**src/common/led_drv_pkg.sv**
```systemverilog
// LED driver chain shared definitions

package led_drv_pkg;

   // Chain geometry
   // One data line per driver chip
   localparam int n_drivers = 30;
   // Function control word length
   localparam int conf_bits = 48;
   // Grayscale bits per segment, RGB of one scan slot
   localparam int gs_bits = 48;
   // Eight WRTGS segments plus the closing LATGS one
   localparam int n_segments = 9;

   // Field widths of the bit command
   // Enough to index all 48 configuration bits
   localparam int conf_idx_w = 6;
   // Sout mux select over 30 drivers
   localparam int mux_w = 5;

   // Command latch widths, counted in shift-clock rises with LAT high
   // Enable function control write
   localparam int fcwrten_bits = 15;
   // Write function control latch
   localparam int wrtfc_bits = 5;
   // Write grayscale latch
   localparam int wrtgs_bits = 1;
   // Grayscale latch, then copy to the display bank
   localparam int latgs_bits = 3;

   // One pixel word, one bit per data line
   typedef logic [n_drivers-1:0] pixel_t;

   // Sequencer phases in boot order
   // Stream loops forever once reached
   typedef enum logic [2:0] {
      phase_stall,
      phase_prepare_config,
      phase_config,
      phase_lod,
      phase_stream
   } drv_phase_t;

   // Payload of one shift-clock bit
   typedef enum logic [1:0] {
      kind_idle,
      kind_conf,
      kind_lod,
      kind_pixel
   } bit_kind_t;

   // Sequencer to shifter bit command
   typedef struct packed {
      bit_kind_t              kind;
      // Latch level held through this bit
      logic                   lat;
      // Bit of serialized_conf, counted from the MSB
      logic [conf_idx_w-1:0]  conf_index;
      // Driver whose sout is routed back
      logic [mux_w-1:0]       mux_sel;
      // Bit period with sclk held low
      logic                   blank;
      logic                   gclk_en;
   } bit_cmd_t;

endpackage

```
**src/hw/slice_buffer.sv**
```systemverilog
// Credit-returning pixel FIFO

module slice_buffer #(
   parameter int slice_depth = 8
) (
   input  logic                clk_lse_quad,
   input  logic                framebuffer_sync,
   // Framebuffer side pushes one word per credit
   input  logic                push,
   input  led_drv_pkg::pixel_t push_data,
   // Shifter side
   input  logic                pop,
   output logic                word_valid,
   output led_drv_pkg::pixel_t word,
   // One credit back per word drained
   output logic                credit
);

   import led_drv_pkg::*;

   localparam int ptr_w = (slice_depth > 1) ? $clog2(slice_depth) : 1;
   localparam int cnt_w = $clog2(slice_depth + 1);

   // Pixel word storage
   pixel_t mem [slice_depth];

   logic [ptr_w-1:0] wr_ptr;
   logic [ptr_w-1:0] rd_ptr;
   logic [cnt_w-1:0] count;

   // Head word is read straight from storage
   assign word       = mem[rd_ptr];
   assign word_valid = (count != '0);

   // Write side
   always_ff @(posedge clk_lse_quad) begin
      if (push) begin
         mem[wr_ptr] <= push_data;
      end
   end

   // Pointers wrap at the depth, which need not be a power of two
   always_ff @(posedge clk_lse_quad or posedge framebuffer_sync) begin
      if (framebuffer_sync) begin
         wr_ptr <= '0;
         rd_ptr <= '0;
         count  <= '0;
         credit <= 1'b0;
      end else begin
         if (push) begin
            wr_ptr <= (wr_ptr == ptr_w'(slice_depth - 1)) ? '0 : wr_ptr + 1'b1;
         end
         if (pop) begin
            rd_ptr <= (rd_ptr == ptr_w'(slice_depth - 1)) ? '0 : rd_ptr + 1'b1;
         end
         // Push and pop may land together on the occupancy
         case ({push, pop})
            2'b10:   count <= count + 1'b1;
            2'b01:   count <= count - 1'b1;
            default: count <= count;
         endcase
         // Credit goes back the cycle after the word leaves
         credit <= pop;
      end
   end

endmodule

```
**src/hw/driver/driver_sequencer.sv**
```systemverilog
// Boot and frame schedule sequencer

module driver_sequencer #(
   parameter int blank_bits = 80
) (
   input  logic                  clk_lse_quad,
   input  logic                  framebuffer_sync,
   // Shifter has taken the current command
   input  logic                  bit_done,
   output led_drv_pkg::bit_cmd_t cmd,
   output logic                  cmd_valid
);

   import led_drv_pkg::*;

   // Counter must reach both the blanking length and the longest boot phase
   localparam int span  = (blank_bits > conf_bits) ? blank_bits : conf_bits;
   localparam int cnt_w = $clog2(span + 1);

   drv_phase_t       phase;
   // Bit index within the phase, or within blanking or a segment in stream
   logic [cnt_w-1:0] bit_cnt;
   // Frame position
   logic [3:0]       seg_cnt;
   logic             in_blank;

   // Last-bit detection per phase
   logic last_prep;
   logic last_conf;
   logic last_lod;
   logic last_blank;
   logic last_seg_bit;
   logic last_seg;

   assign last_prep    = (bit_cnt == cnt_w'(fcwrten_bits - 1));
   assign last_conf    = (bit_cnt == cnt_w'(conf_bits - 1));
   assign last_lod     = (bit_cnt == cnt_w'(n_drivers - 1));
   assign last_blank   = (bit_cnt == cnt_w'(blank_bits - 1));
   assign last_seg_bit = (bit_cnt == cnt_w'(gs_bits - 1));
   assign last_seg     = (seg_cnt == 4'(n_segments - 1));

   // Schedule advances one bit per bit_done
   always_ff @(posedge clk_lse_quad or posedge framebuffer_sync) begin
      if (framebuffer_sync) begin
         phase     <= phase_stall;
         bit_cnt   <= '0;
         seg_cnt   <= '0;
         in_blank  <= 1'b0;
         cmd_valid <= 1'b0;
      end else begin
         // First command is ready one cycle out of reset
         cmd_valid <= 1'b1;
         if (bit_done) begin
            case (phase)
               phase_stall: begin
                  phase   <= phase_prepare_config;
                  bit_cnt <= '0;
               end
               phase_prepare_config: begin
                  bit_cnt <= last_prep ? '0 : bit_cnt + 1'b1;
                  if (last_prep) begin
                     phase <= phase_config;
                  end
               end
               phase_config: begin
                  bit_cnt <= last_conf ? '0 : bit_cnt + 1'b1;
                  if (last_conf) begin
                     phase <= phase_lod;
                  end
               end
               phase_lod: begin
                  bit_cnt <= last_lod ? '0 : bit_cnt + 1'b1;
                  if (last_lod) begin
                     // Every frame opens with blanking
                     phase    <= phase_stream;
                     in_blank <= 1'b1;
                     seg_cnt  <= '0;
                  end
               end
               phase_stream: begin
                  if (in_blank) begin
                     bit_cnt <= last_blank ? '0 : bit_cnt + 1'b1;
                     if (last_blank) begin
                        in_blank <= 1'b0;
                     end
                  end else begin
                     bit_cnt <= last_seg_bit ? '0 : bit_cnt + 1'b1;
                     if (last_seg_bit) begin
                        // After the LATGS segment the next frame starts
                        seg_cnt  <= last_seg ? '0 : seg_cnt + 1'b1;
                        in_blank <= last_seg;
                     end
                  end
               end
               default: begin
                  phase   <= phase_stall;
                  bit_cnt <= '0;
               end
            endcase
         end
      end
   end

   // Decode of the current bit
   always_comb begin
      cmd = '0;
      case (phase)
         phase_stall: begin
            // Single quiet bit, no rise
            cmd.blank = 1'b1;
         end
         phase_prepare_config: begin
            // FCWRTEN, all rises under LAT
            cmd.lat = 1'b1;
         end
         phase_config: begin
            cmd.kind       = kind_conf;
            cmd.conf_index = conf_idx_w'(bit_cnt);
            // WRTFC on the tail of the word
            cmd.lat        = (bit_cnt >= cnt_w'(conf_bits - wrtfc_bits));
         end
         phase_lod: begin
            cmd.kind    = kind_lod;
            cmd.mux_sel = mux_w'(bit_cnt);
         end
         phase_stream: begin
            cmd.gclk_en = 1'b1;
            if (in_blank) begin
               cmd.blank = 1'b1;
            end else begin
               cmd.kind = kind_pixel;
               // LATGS closes the frame, WRTGS closes the other segments
               if (last_seg) begin
                  cmd.lat = (bit_cnt >= cnt_w'(gs_bits - latgs_bits));
               end else begin
                  cmd.lat = (bit_cnt >= cnt_w'(gs_bits - wrtgs_bits));
               end
            end
         end
         default: begin
            cmd.blank = 1'b1;
         end
      endcase
   end

endmodule

```
**src/hw/driver/driver_shifter.sv**
```systemverilog
// Two-cycle driver bit engine

module driver_shifter (
   input  logic                           clk_lse_quad,
   input  logic                           framebuffer_sync,
   // Sequencer side
   input  led_drv_pkg::bit_cmd_t          cmd,
   input  logic                           cmd_valid,
   output logic                           bit_done,
   // Slice buffer side
   input  logic                           word_valid,
   input  led_drv_pkg::pixel_t            word,
   output logic                           pop,
   input  logic [led_drv_pkg::conf_bits-1:0] serialized_conf,
   // Open detection strobe
   output logic                           sample,
   output logic [led_drv_pkg::mux_w-1:0]  sample_sel,
   // Driver pins
   output logic                           driver_sclk,
   output logic                           driver_gclk,
   output logic                           driver_lat,
   output led_drv_pkg::pixel_t            drivers_sin,
   output logic [led_drv_pkg::mux_w-1:0]  driver_sout_mux
);

   import led_drv_pkg::*;

   // Low half when clear, high half when set
   logic step;
   // Attributes of the bit on the pins
   logic blank_q;
   logic lod_q;
   logic gclk_en_q;
   logic load;
   logic conf_bit;

   // Pixel bits stall with sclk low until a word is there
   assign load = ~step & cmd_valid & ((cmd.kind != kind_pixel) | word_valid);
   // Word leaves on the same edge it reaches the pins
   assign pop  = load & (cmd.kind == kind_pixel);
   // MSB of the configuration goes out first
   assign conf_bit = serialized_conf[(conf_bits - 1) - int'(cmd.conf_index)];

   always_ff @(posedge clk_lse_quad or posedge framebuffer_sync) begin
      if (framebuffer_sync) begin
         step            <= 1'b0;
         blank_q         <= 1'b0;
         lod_q           <= 1'b0;
         gclk_en_q       <= 1'b0;
         bit_done        <= 1'b0;
         sample          <= 1'b0;
         sample_sel      <= '0;
         driver_sclk     <= 1'b0;
         driver_gclk     <= 1'b0;
         driver_lat      <= 1'b0;
         drivers_sin     <= '0;
         driver_sout_mux <= '0;
      end else begin
         bit_done <= 1'b0;
         sample   <= 1'b0;
         // Free-running grayscale clock, parked low when disabled
         driver_gclk <= gclk_en_q ? ~driver_gclk : 1'b0;
         if (!step) begin
            driver_sclk <= 1'b0;
            if (load) begin
               step            <= 1'b1;
               // Lets the sequencer move on during the low half
               bit_done        <= 1'b1;
               driver_lat      <= cmd.lat;
               driver_sout_mux <= cmd.mux_sel;
               blank_q         <= cmd.blank;
               lod_q           <= (cmd.kind == kind_lod);
               gclk_en_q       <= cmd.gclk_en;
               case (cmd.kind)
                  kind_conf:  drivers_sin <= {n_drivers{conf_bit}};
                  kind_pixel: drivers_sin <= word;
                  default:    drivers_sin <= '0;
               endcase
            end
         end else begin
            // High half, no rise on blanking bits
            step        <= 1'b0;
            driver_sclk <= ~blank_q;
            sample      <= lod_q;
            sample_sel  <= driver_sout_mux;
         end
      end
   end

endmodule

```
**src/hw/driver/lod_collector.sv**
```systemverilog
// LED open detection collector

module lod_collector (
   input  logic                                clk_lse_quad,
   input  logic                                framebuffer_sync,
   // Strobe during the sclk high half of an lod bit
   input  logic                                sample,
   input  logic [led_drv_pkg::mux_w-1:0]       sample_sel,
   // Muxed serial output of the selected driver
   input  logic                                driver_sout,
   output logic [led_drv_pkg::n_drivers-1:0]   lod_mask,
   output logic                                lod_valid
);

   import led_drv_pkg::*;

   // Mask under construction
   logic [n_drivers-1:0] work_mask;
   // Last driver has just been captured
   logic                 last_q;

   always_ff @(posedge clk_lse_quad or posedge framebuffer_sync) begin
      if (framebuffer_sync) begin
         work_mask <= '0;
         last_q    <= 1'b0;
         lod_mask  <= '0;
         lod_valid <= 1'b0;
      end else begin
         last_q    <= 1'b0;
         lod_valid <= last_q;
         if (sample) begin
            work_mask[sample_sel] <= driver_sout;
            last_q <= (sample_sel == mux_w'(n_drivers - 1));
         end
         // Publish once the pass is complete
         if (last_q) begin
            lod_mask <= work_mask;
         end
      end
   end

endmodule

```
**src/hw/led_driver_top.sv**
```systemverilog
// LED driver chain controller

module led_driver_top #(
   parameter int slice_depth = 8,
   parameter int blank_bits  = 80
) (
   input  logic                                 clk_lse_quad,
   input  logic                                 framebuffer_sync,
   // Framebuffer source
   input  logic                                 pix_valid,
   input  led_drv_pkg::pixel_t                  pix_data,
   output logic                                 pix_credit,
   // Boot configuration word
   input  logic [led_drv_pkg::conf_bits-1:0]    serialized_conf,
   // Driver chain pins
   output logic                                 driver_sclk,
   output logic                                 driver_gclk,
   output logic                                 driver_lat,
   output led_drv_pkg::pixel_t                  drivers_sin,
   input  logic                                 driver_sout,
   output logic [led_drv_pkg::mux_w-1:0]        driver_sout_mux,
   // Open detection result
   output logic [led_drv_pkg::n_drivers-1:0]    lod_mask,
   output logic                                 lod_valid
);

   import led_drv_pkg::*;

   // Buffer to shifter
   logic     word_valid;
   pixel_t   word;
   logic     pop;
   // Sequencer to shifter
   bit_cmd_t cmd;
   logic     cmd_valid;
   logic     bit_done;
   // Shifter to collector
   logic             sample;
   logic [mux_w-1:0] sample_sel;

   slice_buffer #(
      .slice_depth (slice_depth)
   ) u_slice_buffer (
      .clk_lse_quad     (clk_lse_quad),
      .framebuffer_sync (framebuffer_sync),
      .push             (pix_valid),
      .push_data        (pix_data),
      .pop              (pop),
      .word_valid       (word_valid),
      .word             (word),
      .credit           (pix_credit)
   );

   driver_sequencer #(
      .blank_bits (blank_bits)
   ) u_driver_sequencer (
      .clk_lse_quad     (clk_lse_quad),
      .framebuffer_sync (framebuffer_sync),
      .bit_done         (bit_done),
      .cmd              (cmd),
      .cmd_valid        (cmd_valid)
   );

   driver_shifter u_driver_shifter (
      .clk_lse_quad     (clk_lse_quad),
      .framebuffer_sync (framebuffer_sync),
      .cmd              (cmd),
      .cmd_valid        (cmd_valid),
      .bit_done         (bit_done),
      .word_valid       (word_valid),
      .word             (word),
      .pop              (pop),
      .serialized_conf  (serialized_conf),
      .sample           (sample),
      .sample_sel       (sample_sel),
      .driver_sclk      (driver_sclk),
      .driver_gclk      (driver_gclk),
      .driver_lat       (driver_lat),
      .drivers_sin      (drivers_sin),
      .driver_sout_mux  (driver_sout_mux)
   );

   lod_collector u_lod_collector (
      .clk_lse_quad     (clk_lse_quad),
      .framebuffer_sync (framebuffer_sync),
      .sample           (sample),
      .sample_sel       (sample_sel),
      .driver_sout      (driver_sout),
      .lod_mask         (lod_mask),
      .lod_valid        (lod_valid)
   );

endmodule

```
**config.mk**
```make
export PLATFORM = sky130hd
export DESIGN_NAME = led_driver_top
export DESIGN_NICKNAME = d
export VERILOG_FILES = /design/src/common/led_drv_pkg.sv /design/src/hw/slice_buffer.sv /design/src/hw/driver/driver_sequencer.sv /design/src/hw/driver/driver_shifter.sv /design/src/hw/driver/lod_collector.sv /design/src/hw/led_driver_top.sv
export SDC_FILE = /design/constraint.sdc
export NUM_CORES = 1
export LEC_CHECK = 0
export BUFFER_PORTS_ARGS = -buffer_cell sky130_fd_sc_hd__buf_2
export CORE_ASPECT_RATIO = 0.9
export CORE_MARGIN = 2
export CORE_UTILIZATION = 40
export CTS_CLUSTER_DIAMETER = 80
export DETAILED_ROUTE_END_ITERATION = 10
export GPL_TIMING_DRIVEN = 0
export HOLD_SLACK_MARGIN = 0.03
export SLEW_MARGIN = 20
export SYNTH_ARGS = -nofsm -noshare
export SYNTH_HDL_FRONTEND = slang
export SYNTH_SLANG_ARGS = --single-unit
```
**constraint.sdc**
```tcl
create_clock -name clk_lse_quad -period 4 [get_ports clk_lse_quad]
set_input_delay 0 -clock clk_lse_quad [delete_from_list [all_inputs] [get_ports clk_lse_quad]]
set_output_delay 0 -clock clk_lse_quad [all_outputs]
set_load 0.005 [all_outputs]
```
==> results of run 1 <==
placed cells by master (no fill, tap or decap), types with 3 or more instances in the layout:
cell	Yosys	final
nor2_1	38	32
buf_2	19	169
xor2_1	4	4
nand3b_1	9	9
a31oi_1	10	10
inv_1	19	18
nor3b_1	4	4
buf_1	5	5
a211oi_1	5	5
buf_6	4	6
nand2b_1	4	4
nor3_1	9	7
edfxtp_1	240	240
nor3_2	1	3
mux2i_1	43	43
mux2_1	3	3
nand2_1	83	83
clkinv_2	0	9
clkbuf_16	0	40
and3b_1	3	3
buf_4	1	7
and3_1	4	4
o2111ai_1	3	3
dfrtp_1	137	137
mux2_2	70	70
nand3_1	14	14
dlygate4sd3_1	0	34
nor4_1	3	3
ha_1	12	12
bufinv_16	0	5
o21ai_0	24	24
a21oi_1	12	12
mux4_2	60	60
o211ai_2	30	30
clkbuf_1	30	41
nor2_4	0	6
buf_16	0	6
o31ai_1	11	11
worst max-delay path, cell delays in order, from the launching register on:
cell and delay [ns]:
dfrtp_1 0.35, clkbuf_1 0.18, inv_1 0.31, nand2_1 0.11, or4_1 0.50, clkbuf_1 0.26, inv_1 0.26, ha_1 0.30
nor4bb_1 0.31, a211oi_1 0.09, a211oi_1 0.32, xor2_1 0.18
routing by layer:
layer | GRT usage | share of wire
met5 | 0 | 0.00033
met4 | 0.0403 | 0.016
met3 | 0.0312 | 0.049
met2 | 0.292 | 0.47
met1 | 0.250 | 0.47
final cells by class:
class                   instances  area [um^2]
diodes                          1         2.50
plain buffers                  59          279
clock buffers                  53         1070
clock inverters                21          268
fillers                      3321        19400
inverters                      19         78.8
multi-input cells             503         4780
flip-flops and latches        377        10600
well taps                     525          657
repair buffers                199         1340
cells in the mapped netlist, types with 10 or more instances:
| cell | instances | share of area |
|---|---|---|
| mux2i_1 | 43 | 0.027 |
| nand3_1 | 14 | 0.0045 |
| edfxtp_1 | 240 | 0.46 |
| a21oi_1 | 12 | 0.0038 |
| o31ai_1 | 11 | 0.0053 |
| mux4_2 | 60 | 0.086 |
| o21ai_0 | 24 | 0.0076 |
| dfrtp_1 | 137 | 0.22 |
| inv_1 | 19 | 0.0045 |
| nor2_1 | 38 | 0.0091 |
| ha_1 | 12 | 0.0096 |
| mux2_2 | 70 | 0.050 |
| a31oi_1 | 10 | 0.0040 |
| o211ai_2 | 30 | 0.024 |
| nand2_1 | 83 | 0.020 |
| clkbuf_1 | 30 | 0.0072 |
| buf_2 | 19 | 0.0061 |
power breakdown:
group          internal [mW]  switching (mW)
combinational          0.711            1.08
sequential              4.75           0.252
clock                   2.23            1.53
how the worst min path moves through the flow:
stage / from / endpoint / slack [ns]
finish: pix_data[15] / u_slice_buffer.mem[1][15] / 0.26
global route: pix_data[8] / u_slice_buffer.mem[2][8] / 0.26
CTS: pix_data[8] / u_slice_buffer.mem[2][8] / 0.24
detailed placement: framebuffer_sync / u_lod_collector.lod_mask[1] / 0.07
global placement: pix_data[15] / u_slice_buffer.mem[1][15] / 0.27
floorplan: pix_data[0] / u_slice_buffer.mem[0][0] / 0.1
flip-flops by register name, summed over array words and instances (netlist names), 4 cells and up:
| name | flops |
|---|---|
| u_lod_collector.work_mask | 30 |
| u_slice_buffer.count | 4 |
| u_driver_shifter.sample_sel | 5 |
| u_driver_shifter.drivers_sin | 30 |
| u_lod_collector.lod_mask | 30 |
| u_slice_buffer.mem | 240 |
| u_driver_shifter.driver_sout_mux | 5 |
| u_driver_sequencer.seg_cnt | 4 |
| u_driver_sequencer.bit_cnt | 7 |
repair_timing:
| item | in CTS | in global routing |
|---|---|---|
| endpoints found under the setup margin | 0 | 0 |
| endpoints found under the hold margin | 409 | 0 |
| hold buffers | 34 | 0 |
| setup buffers | 0 | 0 |
cell families after synthesis:
| group | Yosys count | synth area share |
|---|---|---|
| AO/OA/AOI/OAI | 120 | 0.0627 |
| other | 1 | 0.000239 |
| AND/OR/NAND/NOR | 187 | 0.0570 |
| flip-flops | 377 | 0.677 |
| XOR/XNOR | 5 | 0.00279 |
| buffers and inverters | 78 | 0.0223 |
| multiplexers | 178 | 0.168 |
| adder cells (fa/ha/maj) | 12 | 0.00956 |
per-stage QoR:
stage / utilization / worst slack, ns
2_1_floorplan: - / 0.332
3_3_place_gp: 0.444 / -1.71
3_5_place_dp: 0.452 / 0.787
4_1_cts: 0.496 / 0.756
5_1_grt: 0.496 / 0.408
6_report: 0.496 / 0.746
==> run metrics, run 1 <==
status=finished, final reports clean; Die Y=192 um; TritonCTS clock tree=done; Vias/cell=roughly 5.2; Sink Count=377; ys async rst share=0.363; crit path DAT=3.71 ns; Tot GR Track Use=0.179; Post-synth EDFFs=240; CP max FO=8; Seq/Total Area, Yosys=0.677; reg2reg start=u_driver_shifter.bit_done; HP Class=input port to register; CTS root buf=clkbuf_16; Pleak=7.46 nW; Ys Warns=0; clock-pin slew on the worst setup and hold paths=~0.06 ns; Critical R2R Capture=u_slice_buffer.count[3]; TNS Setup=0 ns; Initial Util=0.408; syn nets=between 1000 and 1500; dpl cells=1648; max-cap violations=0; max_slew headroom=0.322; Hold WS=approximately 0.26 ns; Core Rows=a little under 70; fin cells=1757; Critical Path RT=about 4.5 ns; CORE AREA=a little under 40000 um^2; FF-to-FF path depth=11; Syn Inst Count=~960; final hold vios=0; FMAX=~300 MHz; chip width=between 200 and 250 um; Worst Setup SP=u_driver_shifter.bit_done; Final nets=~1300; unrepaired setup endpoints after global routing=false; fin crit period=~3.3 ns; Antenna Nets Post-Route=0; TritonCTS buffer count=40; DR WL/cell=a little over 20 um; Iteration-0 DRC Markers=a little over 700; drt pass-1 iters=5; worst setup path endpoint=u_slice_buffer.count[3]; first-pass GRT wire length=between 50 and 60 mm; hold path cells=2; r2r setup slk=0.75 ns; GRT Residual Overflow=0; GP Congestion=roughly 0.85; fin crit share=0.813; top_reg_cell synth=edfxtp_1; Total Power=~11 mW; clock latency at the later pin of the worst-skew pair=~0.55 ns; area of placed instances=roughly 17000 um^2; antenna violations before repair=2; DP Wirelength=23.7 mm; share of cells above drive strength 1=0.350; largest net degree at the start of global routing=81; Syn Std Cell Area=~16000 um^2; die area=40900 um^2; CTS Buffer Depth=3; Pins Over Slew Limit=0; maximum VDD drop=0.332 mV; setup violators final=0; vias in the first global route=approximately 9300; post-CTS resize count=0; Clock Skew=approximately 0.028 ns; Area Overhead vs Synth=21.7%; CP Class=register to register; wirelength, routed=36.1 mm; I/O Buffers=150; Synth cell types=66; crit start category=register; number of synthesized register bits=about 380; I/O pin cnt=~150; DRC Markers=0; actual slew at the worst max-slew pin=1.02 ns; H-tree depth=2; pwr dens=approximately 550 nW/um^2; fin area=around 19000 um^2; syn avg cell area=~16 um^2; DR vias=just over 9000; Crit. End Element=register
No activity file was read; power rests on OpenSTA's default activity.
==> run 2, diff against run 1 <==
clock period = 2.7 ns   (was 4 ns; I/O delays follow)
==> run 2 against run 1 <==
  * Combinational power up 51%
  * First-iteration DRC count down 7.1%
  * Utilization up 0.41 points
  * Non-clock buffer count up 2
  * Total power up 47%
  * Maximum frequency up 26%
  * Flip-flop and latch count unchanged
  * Wire length about the same
  * Cell area up 0.82%
  * Worst hold slack worse by 0.19 ns
  * Critical path type unchanged
  * Critical endpoint is now u_driver_shifter.drivers_sin[26]
==> run metrics, run 2 (synthesis results as in run 1) <==
unrepaired setup endpoints after global routing=false (unchanged); crit start category=register (unchanged); Pleak=7.52 nW (was 7.46 nW); wirelength, routed=36.1 mm (about the same); Final nets=1295 (was 1293); Core Rows=68 (unchanged); Vias/cell=5.21 (was 5.24); Top reg by flops=u_slice_buffer.mem (unchanged); actual slew at the worst max-slew pin=1.00 ns (was 1.02 ns); GP Congestion=0.842 (was 0.849); Die Y=192 um (unchanged); vias in the first global route=9439 (was 9310); maximum VDD drop=0.704 mV (was 0.332 mV); CTS Buffer Depth=3 (unchanged); area of placed instances=17500 um^2 (was 17400 um^2); Critical R2R Capture=u_driver_shifter.drivers_sin[26] (was u_slice_buffer.count[3]); TritonCTS buffer count=40 (unchanged); fin util=0.500 (was 0.496); max-cap violations=0 (unchanged); setup violators final=0 (unchanged); Crit. End Element=register (unchanged); DP Wirelength=24.0 mm (was 23.7 mm); most common cell after layout, fill and taps aside=edfxtp_1 (unchanged); Critical Path RT=3.09 ns (was 4.45 ns); clock-pin slew on the worst setup and hold paths=0.06 ns (about the same); drt pass-1 iters=5 (unchanged); fin worst setup slack=0.125 ns (was 0.746 ns); Sink Count=377 (unchanged); CTS root buf=clkbuf_16 (unchanged); FF-to-FF path depth=9 (was 11); reg2reg start=u_driver_sequencer.phase[0] (was u_driver_shifter.bit_done); I/O Buffers=150 (unchanged); DRC Markers=0 (unchanged); max reg flops=240 (unchanged); Worst Setup SP=u_driver_sequencer.phase[0] (was u_driver_shifter.bit_done); final hold vios=0 (unchanged); fin crit share=0.954 (was 0.813); first-pass GRT wire length=55.9 mm (was 55.0 mm); GRT Residual Overflow=0 (unchanged); fillers=3277 (was 3321); largest net degree at the start of global routing=30 (was 81); chip width=213 um (unchanged); Tot GR Track Use=0.182 (was 0.179); dpl cells=1650 (was 1648); Initial Util=0.408 (unchanged); crit path DAT=2.96 ns (was 3.71 ns); fin area=19300 um^2 (was 19100 um^2); antenna violations before repair=2 (unchanged); Antenna Nets Post-Route=0 (unchanged); TritonCTS clock tree=done (unchanged); Clock Skew=0.0223 ns (was 0.0283 ns); pre-CTS WS=-0.435 ns (was 0.787 ns); I/O pin cnt=152 (unchanged); worst setup path endpoint=u_driver_shifter.drivers_sin[26] (was u_slice_buffer.count[3]); Area Overhead vs Synth=22.7% (was 21.7%); die area=40900 um^2 (unchanged); CORE AREA=38500 um^2 (unchanged); HP Class=input port to async pin (was input port to register); clock latency at the later pin of the worst-skew pair=0.55 ns (about the same); H-tree depth=2 (unchanged); CP Class=register to register (unchanged); r2r setup slk=0.13 ns (was 0.75 ns); fin cells=1758 (was 1757); share of cells above drive strength 1=0.360 (was 0.350); pwr dens=808 nW/um^2 (was 552 nW/um^2); fin crit period=2.57 ns (was 3.25 ns); most frequent cells in the layout=edfxtp_1, buf_2, dfrtp_1 (unchanged); Iteration-0 DRC Markers=669 (was 720); Pins Over Slew Limit=0 (unchanged); status=finished, final reports clean (unchanged); DR vias=9161 (was 9204); max_slew headroom=0.331 (was 0.322); DR WL/cell=20.5 um (about the same); CP max FO=10 (was 8); FMAX=388 MHz (was 307 MHz)
[run 2: changes by cell type in the layout (fill, tap and decap cells not counted), sizes merged]
cell,before,now
buf,194,197
inv,21,19
bufinv,5,2
dlygate4sd3,34,33
clkbuf,83,87
clkinv,14,13
clkinvlp,0,1
[run 2: per-layer routing]
layer	up-vias	wire [um]	global-route usage
met1	4641	16600	0.253
li1	4201	-	-
met2	262	16600	0.292
met4	2	660	0.0468
met3	55	2210	0.0376
met5	-	13	0
[run 2: how the worst min path moves through the flow]
| stage | start | end | cells after the start |
|---|---|---|---|
| floorplan | pix_data[0] | u_slice_buffer.mem[0][0] | 0 |
| global placement | pix_data[9] | u_slice_buffer.mem[7][9] | 1 |
| detailed placement | framebuffer_sync | u_lod_collector.lod_mask[0] | 2 |
| CTS | framebuffer_sync | u_lod_collector.lod_mask[0] | 3 |
| global route | framebuffer_sync | u_lod_collector.lod_mask[0] | 3 |
| finish | framebuffer_sync | u_lod_collector.lod_mask[0] | 3 |
[run 2: cell type report]
type / count / area, um^2 / area share
clock buffers: 57 / 1160 / 0.0600
well taps: 525 / 657 / 0.0341
flip-flops and latches: 377 / 10600 / 0.552
plain buffers: 57 / 278 / 0.0144
inverters: 19 / 80.1 / 0.00416
repair buffers: 203 / 1460 / 0.0757
clock inverters: 16 / 168 / 0.00870
diodes: 1 / 2.50 / 0.000130
multi-input cells: 503 / 4830 / 0.251
[run 2: what timing repair did]
action | 4_1_cts | 5_1_grt
gates cloned | 0 | 0
hold endpoints to repair | 335 | 0
endpoints found under the setup margin | 5 | 41
pin swaps | 2 | 2
resized for setup | 7 | 10
hold buffers | 33 | 0
buffers inserted | 1 | 2
[run 2: power by group]
part / internal [mW] / switching, mW
Combinational: 1.09 / 1.62
Clock: 3.20 / 2.24
Sequential: 7.04 / 0.371
Total: 11.3 / 4.23
[run 2: critical path, cell delays in order (launching register included)]
cell,delay (ns)
dfrtp_1,0.40
buf_4,0.15
nor4bb_1,0.25
buf_4,0.20
mux2_4,0.32
o2111ai_2,0.16
a311oi_1,0.16
o311ai_4,0.41
buf_6,0.27
o211ai_2,0.10
[run 2: stage by stage]
| stage | hold WS [ns] | power, mW | TNS (ns) |
|---|---|---|---|
| 2_1_floorplan | 0.0989 | 9.06 | 0 |
| 3_3_place_gp | 0.267 | 9.91 | -255.01 |
| 3_5_place_dp | 0.0836 | 10.2 | -1.18 |
| 4_1_cts | 0.0467 | 15.7 | 0 |
| 5_1_grt | 0.119 | 16.3 | 0 |
| 6_report | 0.0706 | 15.6 | 0 |
